[src/design/mrd_settings.svh]
`ifndef MRD_SETTINGS_SVH
`define MRD_SETTINGS_SVH

// Input sample component width
`define MRD_IN_W 12

// Stored and output component width
// 12 input bits plus one bit of growth per stage, up to 6 stages
`define MRD_DATA_W 18

// Point address, 64 points max
`define MRD_ADDR_W 6

// Address inside one bank, 32 entries per bank
`define MRD_BANK_ADDR_W 5

// Idle input cycles tolerated in sink before abort
`define MRD_OVERTIME 64

// Watchdog counter width
`define MRD_WATCHDOG_W 14

`endif

[src/design/mrd_pkg.sv]
`include "mrd_settings.svh"

package mrd_pkg;

	// Complex sample as stored in the banks
	typedef struct packed {
		logic signed [`MRD_DATA_W-1:0] re;
		logic signed [`MRD_DATA_W-1:0] im;
	} sample_t;

	// Input beat, size is log2 of the point count
	typedef struct packed {
		logic                        valid;
		logic                        sop;
		logic [2:0]                  size;
		logic signed [`MRD_IN_W-1:0] re;
		logic signed [`MRD_IN_W-1:0] im;
	} in_beat_t;

	// Output beat
	typedef struct packed {
		logic    valid;
		logic    sop;
		logic    eop;
		sample_t data;
	} out_beat_t;

	// Butterfly operands or results with their point addresses
	typedef struct packed {
		logic                   valid;
		logic [`MRD_ADDR_W-1:0] addr_a;
		logic [`MRD_ADDR_W-1:0] addr_b;
		sample_t                a;
		sample_t                b;
	} bfly_pair_t;

	// Bank write port
	typedef struct packed {
		logic                        en;
		logic [`MRD_BANK_ADDR_W-1:0] addr;
		sample_t                     data;
	} ram_wr_t;

	// Bank read port
	typedef struct packed {
		logic                        en;
		logic [`MRD_BANK_ADDR_W-1:0] addr;
	} ram_rd_t;

	typedef enum logic [2:0] {
		IDLE,
		SINK,
		RD,
		WAIT_WR_END,
		SOURCE
	} mem_state_e;

endpackage

[src/design/mrd_bank_ram.sv]
`include "mrd_settings.svh"

module mrd_bank_ram (
	input  logic              clk,
	input  mrd_pkg::ram_wr_t  wr,
	input  mrd_pkg::ram_rd_t  rd,
	output mrd_pkg::sample_t  q
);

	localparam int DEPTH = 1 << `MRD_BANK_ADDR_W;

	mrd_pkg::sample_t mem [DEPTH];

	// Write port
	always_ff @(posedge clk) begin
		if (wr.en) begin
			mem[wr.addr] <= wr.data;
		end
	end

	// Registered read, q holds between reads
	always_ff @(posedge clk) begin
		if (rd.en) begin
			q <= mem[rd.addr];
		end
	end

endmodule

[src/design/mrd_butterfly.sv]
`include "mrd_settings.svh"

module mrd_butterfly (
	input  logic                clk,
	input  logic                rst_n,
	input  mrd_pkg::bfly_pair_t in,
	output mrd_pkg::bfly_pair_t out
);

	logic                   valid_q;
	logic [`MRD_ADDR_W-1:0] addr_a_q;
	logic [`MRD_ADDR_W-1:0] addr_b_q;
	mrd_pkg::sample_t       sum_q;
	mrd_pkg::sample_t       dif_q;

	always_ff @(posedge clk) begin
		if (!rst_n) begin
			valid_q <= 1'b0;
		end else begin
			valid_q <= in.valid;
		end
	end

	// Radix-2 core, no twiddle
	always_ff @(posedge clk) begin
		addr_a_q  <= in.addr_a;
		addr_b_q  <= in.addr_b;
		sum_q.re  <= in.a.re + in.b.re;
		sum_q.im  <= in.a.im + in.b.im;
		dif_q.re  <= in.a.re - in.b.re;
		dif_q.im  <= in.a.im - in.b.im;
	end

	// Sum back to addr_a, difference to addr_b
	assign out = '{valid: valid_q, addr_a: addr_a_q, addr_b: addr_b_q, a: sum_q, b: dif_q};

endmodule

[src/design/mrd_mem_top.sv]
`include "mrd_settings.svh"

module mrd_mem_top (
	input  logic                clk,
	input  logic                rst_n,
	input  mrd_pkg::in_beat_t   in,
	output mrd_pkg::bfly_pair_t rd_pair,
	input  mrd_pkg::bfly_pair_t wr_pair,
	output mrd_pkg::out_beat_t  out,
	output mrd_pkg::mem_state_e fsm,
	output logic                sink_ready
);

	localparam int WD_W = `MRD_WATCHDOG_W;

	mrd_pkg::mem_state_e fsm_next;
	mrd_pkg::mem_state_e fsm_r;
	logic [2:0]          size;
	logic [2:0]          cnt_stage;
	logic                accept_sop;
	logic                sink_active;
	logic                sink_done;
	logic                overtime;
	logic                rd_start;
	logic                src_start;
	logic                rd_end;
	logic                wr_end;
	logic                source_end;
	logic [WD_W-1:0]     cnt_watchdog;
	logic                watchdog;
	mrd_pkg::ram_wr_t    sink_wr0, sink_wr1;
	mrd_pkg::ram_wr_t    stage_wr0, stage_wr1;
	mrd_pkg::ram_rd_t    stage_rd0, stage_rd1;
	mrd_pkg::ram_rd_t    src_rd0, src_rd1;
	mrd_pkg::ram_wr_t    bank_wr0, bank_wr1;
	mrd_pkg::ram_rd_t    bank_rd0, bank_rd1;
	mrd_pkg::sample_t    q0, q1;

	// Sink opens on an accepted sop
	assign accept_sop  = sink_ready & in.valid & in.sop;
	assign sink_active = (fsm == mrd_pkg::SINK) | accept_sop;

	// ------------------------------
	// FSM
	// ------------------------------
	always_comb begin
		fsm_next = fsm;
		if (watchdog) begin
			fsm_next = mrd_pkg::IDLE;
		end else begin
			case (fsm)
				mrd_pkg::IDLE: begin
					if (accept_sop) fsm_next = mrd_pkg::SINK;
				end
				mrd_pkg::SINK: begin
					if (sink_done) fsm_next = mrd_pkg::RD;
					else if (overtime) fsm_next = mrd_pkg::IDLE;
				end
				mrd_pkg::RD: begin
					if (rd_end) fsm_next = mrd_pkg::WAIT_WR_END;
				end
				mrd_pkg::WAIT_WR_END: begin
					// Last stage is size-1
					if (wr_end) begin
						fsm_next = (cnt_stage == size - 3'd1) ? mrd_pkg::SOURCE : mrd_pkg::RD;
					end
				end
				mrd_pkg::SOURCE: begin
					if (source_end) fsm_next = mrd_pkg::IDLE;
				end
				default: fsm_next = mrd_pkg::IDLE;
			endcase
		end
	end

	always_ff @(posedge clk) begin
		if (!rst_n) begin
			fsm        <= mrd_pkg::IDLE;
			fsm_r      <= mrd_pkg::IDLE;
			sink_ready <= 1'b0;
			cnt_stage  <= '0;
		end else begin
			fsm        <= fsm_next;
			fsm_r      <= fsm;
			// Drops in the cycle the packet is taken
			sink_ready <= (fsm_next == mrd_pkg::IDLE);
			if (fsm == mrd_pkg::IDLE) begin
				cnt_stage <= '0;
			end else if (fsm == mrd_pkg::WAIT_WR_END && wr_end) begin
				cnt_stage <= cnt_stage + 3'd1;
			end
		end
	end

	// Watchdog, any stay outside IDLE
	always_ff @(posedge clk) begin
		if (!rst_n) begin
			cnt_watchdog <= '0;
			watchdog     <= 1'b0;
		end else begin
			cnt_watchdog <= (fsm == mrd_pkg::IDLE) ? '0 : cnt_watchdog + WD_W'(1);
			watchdog     <= (cnt_watchdog == '1);
		end
	end

	// Start pulses on state entry
	assign rd_start  = (fsm == mrd_pkg::RD) & (fsm_r != mrd_pkg::RD);
	assign src_start = (fsm == mrd_pkg::SOURCE) & (fsm_r != mrd_pkg::SOURCE);

	// ------------------------------
	// Bank switches
	// ------------------------------
	always_comb begin
		case (fsm)
			mrd_pkg::SINK: begin
				bank_wr0 = sink_wr0;
				bank_wr1 = sink_wr1;
			end
			mrd_pkg::RD, mrd_pkg::WAIT_WR_END: begin
				bank_wr0 = stage_wr0;
				bank_wr1 = stage_wr1;
			end
			default: begin
				bank_wr0 = '0;
				bank_wr1 = '0;
			end
		endcase
		case (fsm)
			mrd_pkg::RD: begin
				bank_rd0 = stage_rd0;
				bank_rd1 = stage_rd1;
			end
			mrd_pkg::SOURCE: begin
				bank_rd0 = src_rd0;
				bank_rd1 = src_rd1;
			end
			default: begin
				bank_rd0 = '0;
				bank_rd1 = '0;
			end
		endcase
	end

	// Even parity bank
	mrd_bank_ram u_bank0 (.clk(clk), .wr(bank_wr0), .rd(bank_rd0), .q(q0));
	// Odd parity bank
	mrd_bank_ram u_bank1 (.clk(clk), .wr(bank_wr1), .rd(bank_rd1), .q(q1));

	// ------------------------------
	// Sequencers
	// ------------------------------
	mrd_sink_ctrl u_sink (
		.clk(clk), .rst_n(rst_n), .active(sink_active), .in(in),
		.wr0(sink_wr0), .wr1(sink_wr1), .size(size),
		.done(sink_done), .overtime(overtime)
	);

	mrd_stage_rd u_stage_rd (
		.clk(clk), .rst_n(rst_n), .start(rd_start), .stage(cnt_stage), .size(size),
		.rd0(stage_rd0), .rd1(stage_rd1), .pair(rd_pair),
		.q0(q0), .q1(q1), .rd_end(rd_end)
	);

	mrd_stage_wr u_stage_wr (
		.clk(clk), .rst_n(rst_n), .start(rd_start), .size(size), .pair(wr_pair),
		.wr0(stage_wr0), .wr1(stage_wr1), .wr_end(wr_end)
	);

	mrd_source_ctrl u_source (
		.clk(clk), .rst_n(rst_n), .start(src_start), .size(size),
		.rd0(src_rd0), .rd1(src_rd1), .q0(q0), .q1(q1),
		.out(out), .source_end(source_end)
	);

endmodule

[src/design/mrd_sink_ctrl.sv]
`include "mrd_settings.svh"

module mrd_sink_ctrl (
	input  logic              clk,
	input  logic              rst_n,
	input  logic              active,
	input  mrd_pkg::in_beat_t in,
	output mrd_pkg::ram_wr_t  wr0,
	output mrd_pkg::ram_wr_t  wr1,
	output logic [2:0]        size,
	output logic              done,
	output logic              overtime
);

	localparam int AW   = `MRD_ADDR_W;
	localparam int OT_W = $clog2(`MRD_OVERTIME + 1);

	logic                         running;
	logic [AW-1:0]                cnt;
	logic [AW-1:0]                p;
	logic [AW-1:0]                last_idx;
	logic [2:0]                   size_q;
	logic [2:0]                   size_cur;
	logic                         first;
	logic                         take;
	logic                         last;
	logic [OT_W-1:0]              idle_cnt;
	logic                         wr_en_q;
	logic                         done_q;
	logic                         bank_q;
	logic [`MRD_BANK_ADDR_W-1:0]  addr_q;
	mrd_pkg::sample_t             data_q;

	// sop opens a packet, later sops are plain data
	assign first    = active & in.valid & in.sop & ~running;
	assign take     = active & in.valid & (running | in.sop);
	assign size_cur = first ? in.size : size_q;
	assign p        = first ? '0 : cnt;
	// All ones below bit size, wraps to 63 for 64 points
	assign last_idx = (AW'(1) << size_cur) - AW'(1);
	assign last     = take & (p == last_idx);

	always_ff @(posedge clk) begin
		if (!rst_n) begin
			running  <= 1'b0;
			cnt      <= '0;
			size_q   <= '0;
			idle_cnt <= '0;
			wr_en_q  <= 1'b0;
			done_q   <= 1'b0;
		end else begin
			// Abort closes the packet as well
			if (!active || last || overtime) begin
				running <= 1'b0;
			end else if (first) begin
				running <= 1'b1;
			end
			if (take) begin
				cnt <= p + AW'(1);
			end
			if (first) begin
				size_q <= in.size;
			end
			// Consecutive invalid cycles only
			idle_cnt <= (!active || in.valid) ? '0 : idle_cnt + OT_W'(1);
			wr_en_q  <= take;
			done_q   <= last;
		end
	end

	// Sample and its bank slot, written next cycle
	always_ff @(posedge clk) begin
		if (take) begin
			bank_q    <= ^p;
			addr_q    <= p[AW-1:1];
			data_q.re <= `MRD_DATA_W'(in.re);
			data_q.im <= `MRD_DATA_W'(in.im);
		end
	end

	// Parity picks the bank
	assign wr0 = '{en: wr_en_q & ~bank_q, addr: addr_q, data: data_q};
	assign wr1 = '{en: wr_en_q & bank_q, addr: addr_q, data: data_q};

	assign size     = size_q;
	assign done     = done_q;
	assign overtime = (idle_cnt == OT_W'(`MRD_OVERTIME));

endmodule

[src/design/mrd_source_ctrl.sv]
`include "mrd_settings.svh"

module mrd_source_ctrl (
	input  logic               clk,
	input  logic               rst_n,
	input  logic               start,
	input  logic [2:0]         size,
	output mrd_pkg::ram_rd_t   rd0,
	output mrd_pkg::ram_rd_t   rd1,
	input  mrd_pkg::sample_t   q0,
	input  mrd_pkg::sample_t   q1,
	output mrd_pkg::out_beat_t out,
	output logic               source_end
);

	localparam int AW = `MRD_ADDR_W;

	logic             running;
	logic [AW-1:0]    p;
	logic [AW-1:0]    p_last;
	logic             last;
	logic             bank;
	logic             v_q;
	logic             sop_q;
	logic             eop_q;
	logic             sel_q;
	logic             out_valid;
	logic             out_sop;
	logic             out_eop;
	mrd_pkg::sample_t out_data;

	assign p_last = (AW'(1) << size) - AW'(1);
	assign last   = running & (p == p_last);
	assign bank   = ^p;

	// Natural order, one point per cycle
	assign rd0 = '{en: running & ~bank, addr: p[AW-1:1]};
	assign rd1 = '{en: running & bank, addr: p[AW-1:1]};

	always_ff @(posedge clk) begin
		if (!rst_n) begin
			running   <= 1'b0;
			p         <= '0;
			v_q       <= 1'b0;
			sop_q     <= 1'b0;
			eop_q     <= 1'b0;
			out_valid <= 1'b0;
			out_sop   <= 1'b0;
			out_eop   <= 1'b0;
		end else begin
			if (start) begin
				running <= 1'b1;
				p       <= '0;
			end else if (running) begin
				running <= ~last;
				p       <= p + AW'(1);
			end
			// Framing waits for the RAM read
			v_q       <= running;
			sop_q     <= running & (p == '0);
			eop_q     <= last;
			out_valid <= v_q;
			out_sop   <= sop_q;
			out_eop   <= eop_q;
		end
	end

	// Bank select delayed with the read
	always_ff @(posedge clk) begin
		sel_q    <= bank;
		out_data <= sel_q ? q1 : q0;
	end

	assign out = '{valid: out_valid, sop: out_sop, eop: out_eop, data: out_data};

	assign source_end = out_valid & out_eop;

endmodule

[src/design/mrd_stage_rd.sv]
`include "mrd_settings.svh"

module mrd_stage_rd (
	input  logic                clk,
	input  logic                rst_n,
	input  logic                start,
	input  logic [2:0]          stage,
	input  logic [2:0]          size,
	output mrd_pkg::ram_rd_t    rd0,
	output mrd_pkg::ram_rd_t    rd1,
	output mrd_pkg::bfly_pair_t pair,
	input  mrd_pkg::sample_t    q0,
	input  mrd_pkg::sample_t    q1,
	output logic                rd_end
);

	localparam int AW = `MRD_ADDR_W;

	logic          running;
	logic [AW-2:0] j;
	logic [AW-2:0] j_last;
	logic [AW-1:0] j_ext;
	logic [AW-1:0] low_mask;
	logic [AW-1:0] addr_a;
	logic [AW-1:0] addr_b;
	logic          bank_a;
	logic          last;
	logic          valid_q;
	logic          bank_a_q;
	logic [AW-1:0] addr_a_q;
	logic [AW-1:0] addr_b_q;

	// ------------------------------
	// Pair addresses
	// ------------------------------
	// Half the points per stage
	assign j_last   = (AW-1)'((AW'(1) << (size - 3'd1)) - AW'(1));
	assign j_ext    = AW'(j);
	assign low_mask = (AW'(1) << stage) - AW'(1);
	// Zero inserted at bit stage
	assign addr_a   = ((j_ext & ~low_mask) << 1) | (j_ext & low_mask);
	assign addr_b   = addr_a | (AW'(1) << stage);
	// Partners differ in one bit, so never share a bank
	assign bank_a   = ^addr_a;
	assign last     = running & (j == j_last);

	always_ff @(posedge clk) begin
		if (!rst_n) begin
			running <= 1'b0;
			j       <= '0;
			rd_end  <= 1'b0;
			valid_q <= 1'b0;
		end else begin
			if (start) begin
				running <= 1'b1;
				j       <= '0;
			end else if (running) begin
				running <= ~last;
				j       <= j + (AW-1)'(1);
			end
			rd_end  <= last;
			valid_q <= running;
		end
	end

	// Both banks read in the same cycle
	assign rd0 = '{en: running, addr: bank_a ? addr_b[AW-1:1] : addr_a[AW-1:1]};
	assign rd1 = '{en: running, addr: bank_a ? addr_a[AW-1:1] : addr_b[AW-1:1]};

	// ------------------------------
	// Operand assembly
	// ------------------------------
	// Addresses follow the RAM read latency
	always_ff @(posedge clk) begin
		bank_a_q <= bank_a;
		addr_a_q <= addr_a;
		addr_b_q <= addr_b;
	end

	// a from the bank of addr_a
	assign pair = '{
		valid:  valid_q,
		addr_a: addr_a_q,
		addr_b: addr_b_q,
		a:      bank_a_q ? q1 : q0,
		b:      bank_a_q ? q0 : q1
	};

endmodule

[src/design/mrd_stage_wr.sv]
`include "mrd_settings.svh"

module mrd_stage_wr (
	input  logic                clk,
	input  logic                rst_n,
	input  logic                start,
	input  logic [2:0]          size,
	input  mrd_pkg::bfly_pair_t pair,
	output mrd_pkg::ram_wr_t    wr0,
	output mrd_pkg::ram_wr_t    wr1,
	output logic                wr_end
);

	localparam int AW = `MRD_ADDR_W;

	logic [AW-2:0] cnt;
	logic [AW-2:0] cnt_last;
	logic          bank_a;

	assign cnt_last = (AW-1)'((AW'(1) << (size - 3'd1)) - AW'(1));
	assign bank_a   = ^pair.addr_a;

	// Results counted per stage
	always_ff @(posedge clk) begin
		if (!rst_n) begin
			cnt    <= '0;
			wr_end <= 1'b0;
		end else begin
			if (start) begin
				cnt <= '0;
			end else if (pair.valid) begin
				cnt <= cnt + (AW-1)'(1);
			end
			wr_end <= pair.valid & ~start & (cnt == cnt_last);
		end
	end

	// In place, each result to its parity bank
	assign wr0 = '{
		en:   pair.valid,
		addr: bank_a ? pair.addr_b[AW-1:1] : pair.addr_a[AW-1:1],
		data: bank_a ? pair.b : pair.a
	};
	assign wr1 = '{
		en:   pair.valid,
		addr: bank_a ? pair.addr_a[AW-1:1] : pair.addr_b[AW-1:1],
		data: bank_a ? pair.a : pair.b
	};

endmodule

[src/design/mrd_wht_top.sv]
module mrd_wht_top (
	input  logic                clk,
	input  logic                rst_n,
	input  mrd_pkg::in_beat_t   in,
	output mrd_pkg::out_beat_t  out,
	output mrd_pkg::mem_state_e fsm,
	output logic                sink_ready
);

	// Operands out of the banks, results back in
	mrd_pkg::bfly_pair_t rd_pair;
	mrd_pkg::bfly_pair_t wr_pair;

	mrd_mem_top u_mem (
		.clk        (clk),
		.rst_n      (rst_n),
		.in         (in),
		.rd_pair    (rd_pair),
		.wr_pair    (wr_pair),
		.out        (out),
		.fsm        (fsm),
		.sink_ready (sink_ready)
	);

	// One pair per cycle, pipelined
	mrd_butterfly u_bfly (
		.clk   (clk),
		.rst_n (rst_n),
		.in    (rd_pair),
		.out   (wr_pair)
	);

endmodule

[config.mk]
export PLATFORM = sky130hd
export DESIGN_NAME = mrd_wht_top
export DESIGN_NICKNAME = d
export VERILOG_FILES = /design/src/design/mrd_pkg.sv /design/src/design/mrd_bank_ram.sv /design/src/design/mrd_butterfly.sv /design/src/design/mrd_mem_top.sv /design/src/design/mrd_sink_ctrl.sv /design/src/design/mrd_source_ctrl.sv /design/src/design/mrd_stage_rd.sv /design/src/design/mrd_stage_wr.sv /design/src/design/mrd_wht_top.sv
export VERILOG_INCLUDE_DIRS = /design/src /design/src/design
export SDC_FILE = /design/constraint.sdc
export NUM_CORES = 2
export LEC_CHECK = 0
export ABC_CLOCK_PERIOD_IN_PS = 11700
export BUFFER_PORTS_ARGS = -buffer_cell sky130_fd_sc_hd__buf_2
export CORE_AREA = 2 2 557 559
export CTS_CLUSTER_SIZE = 28
export DETAILED_ROUTE_END_ITERATION = 8
export DIE_AREA = 0 0 559 561
export RECOVER_POWER = 25
export SYNTH_ARGS = -nofsm -noshare
export SYNTH_HDL_FRONTEND = slang
export SYNTH_HIERARCHICAL = 1
export SYNTH_SLANG_ARGS = --single-unit
[constraint.sdc]
create_clock -name clk -period 11.7 [get_ports clk]
set_input_delay 2.34 -clock clk [delete_from_list [all_inputs] [get_ports clk]]
set_output_delay 2.34 -clock clk [all_outputs]
set_load 0.01 [all_outputs]
==> flow_summary.ini <==
[run_status]
outcome = finished with violations
failing_checks = max-capacitance violations, max-slew violations

[detailed_routing]
routed_wl_microns = 280000
drt_first_pass_iters = 6
routed-via-count = 58800
ant_nets = 0
detail_route.iter0.violations = 5941
detail_route.vias_per_cell = 5.34
wl_per_cell_microns = 25.5
detail_route.drc_violations = 0

[die]
die-area_sq_um = 314000
die_w_microns = 559
fp.coreArea_sq_um = 308000
initial_utilization_pct = 34.8
io-pin-count = 74
std_cell_rows = 204
die_height_microns = 561

[critical_path]
crit_fanout = 60
startpoint_type = register
crit_path_end_kind = register
timing_worst_setup_path_type = register to register
crit_arrival_ns = 8.55
timing.critical_path.required_ns = 12.24
ff2ff_path_depth = 9

[hold_path]
hold-path-cell-count = 0
min-delay-path-class = register to register

[grt]
grt_remaining_overflow = 0
grt_start_max_net_pins = 145
number_of_antenna_violations_at_the_first_check_in_global_routing = 8
first_global_vias = 58400
grt_first_pass_wirelength_microns = 406000
grt.total_usage_pct = 17.3

[clocking]
numCtsBuffers = 249
cts_repair_resize_count = 0
clkSlewWorstSetupHoldPaths_ns = 0.06
cts_tree = done
ctsLongestPathBuffers = 4
cts_post_setup_buffers_inserted = 0
post_cts_hold_buffer_count = 0
h_tree_depth_reported_by_cts = 4
clkLatencyLatePin_ns = 0.93
cts-root-buf = clkbuf_16
cts_num_sinks = 2608

[finish]
drive_gt1_share_pct = 11.0
final.fill_count = 28000
nNetsFinal = 6785
final-instance-count-excl-fill = 11000
multi_input_comb_area_sq_um = 28100
register_area_sq_um = 76300
area_growth_pct = 11.6

[placed_design]
post-place-cells = 10500
detailedPlace.worstSlack_ns = 5.42
detailedPlacementHpwl_microns = 155000
gpl.final_weighted_congestion = 0.831
portBuffers = 73

[logic_synthesis]
avgSynthCellArea_sq_um = 16.0
synth_area_sq_um = 107000
synthesis.nets = 6795
yosys_warnings = 6
syn-instance-count = 6675

[sta]
setup-tns-final_ns = 0
max-slew-margin-rel_pct = -189
unrepaired_setup_endpoints_after_global_routing = false
min_period_ns = 8.01
clock_skew_ns = 0.0637
layout_worst_path_cycle_share_pct = 68.5
fmax_ghz = 0.125
worstMarginPinSlew_ns = 4.33
setup_viol_count_final = 0
finalHoldViolations = 0
final.setup.worst_slack_ns = 3.69
slew_violations = 558

[power_and_ir_drop]
power_per_cell_area_nw_per_um2 = 154
overall_power_consumption_w = 0.0184
total_leakage_power_nw = 36.2
ir_drop_uv = 119

[run]
maxCapViolations = 16
[worst max-delay path, cell delays in order, from the launching register on]
cell,delay [ns]
dfxtp_1,0.35
xnor2_1,0.30
xnor3_1,0.42
xor2_1,1.37
clkbuf_1,2.43
mux2_4,0.47
a22o_1,0.26
nand3_1,0.62
nor2_4,0.95
buf_4,0.49
[sequential cells by signal, summed over array words and instances (netlist names), 3 cells and up]
name and cells:
u_mem/u_stage_wr/cnt 5, u_mem/u_bank1/mem 1152, u_mem/u_stage_rd/j 5, u_mem/u_bank0/q 36, u_bfly/addr_a_q 6, u_bfly/out 70
u_mem/u_sink/cnt 6, u_mem/cnt_stage 3, u_mem/u_bank1/q 36, u_mem/fsm_r 3, u_mem/cnt_watchdog 14, u_mem/u_source/out 36
u_mem/u_stage_rd/addr_b_q 5, u_mem/u_sink/size 3, u_mem/u_sink/addr_q 5, u_bfly/addr_b_q 5, u_mem/u_source/p 6, u_mem/u_sink/wr0 24
u_mem/u_bank0/mem 1152, u_mem/u_sink/idle_cnt 7, u_mem/fsm 3, u_mem/u_stage_rd/addr_a_q 6
[stage by stage]
step	area [sq um]	utilization (%)	hold WS [ns]
floorplan	107000	-	0.310
global placement	111000	36.2	0.315
detailed placement	111000	36.2	0.312
CTS	120000	38.9	0.328
global route	120000	38.9	0.331
finish	120000	38.9	0.324
[placed cells by master, fill, tap and decap left out, types with 89 or more instances in the layout]
cell,instances
a21oi_1,288
a22o_1,216
a22oi_1,228
clkbuf_1,104
clkbuf_16,250
dfxtp_1,201
edfxtp_1,2406
inv_1,89
mux2_2,123
mux2i_1,1158
nand2_1,273
nand3_1,249
nor2_1,128
nor3_1,92
xnor2_1,89
[layout make-up]
| cell class | instances | share of cell area [%] |
|---|---|---|
| flip-flops and latches | 2608 | 63.8 |
| multi-input cells | 3523 | 23.5 |
| clock buffers | 287 | 5.39 |
| well taps | 4120 | 4.31 |
| clock inverters | 165 | 1.46 |
| repair buffers | 190 | 1.17 |
| inverters | 93 | 0.292 |
| diodes | 12 | 0.0251 |
[power breakdown]
group          internal (W)  total, W  switching [W]
combinational     0.0000272  0.000150       0.000123
sequential           0.0101    0.0101     0.00000540
clock               0.00468   0.00815        0.00347
[metal layers]
metal	global-route usage, %	up-vias	wire length, microns
met5	0	-	13
met4	5.47	2	9300
met3	1.88	419	15500
met2	29.2	1871	136000
li1	-	25800	-
met1	23.3	30700	120000
[final timing paths]
path | startpoint | end | slack [ns]
min reg2reg | u_mem/u_stage_rd/addr_a_q[0] | u_bfly/addr_a_q[0] | 0.32
min | u_mem/u_stage_rd/addr_a_q[0] | u_bfly/addr_a_q[0] | 0.32
max reg2reg | u_bfly/addr_a_q[2] | u_mem/u_bank1/mem[27][30] | 3.69
max | u_bfly/addr_a_q[2] | u_mem/u_bank1/mem[27][30] | 3.69
(Power assumes the default switching activity.)
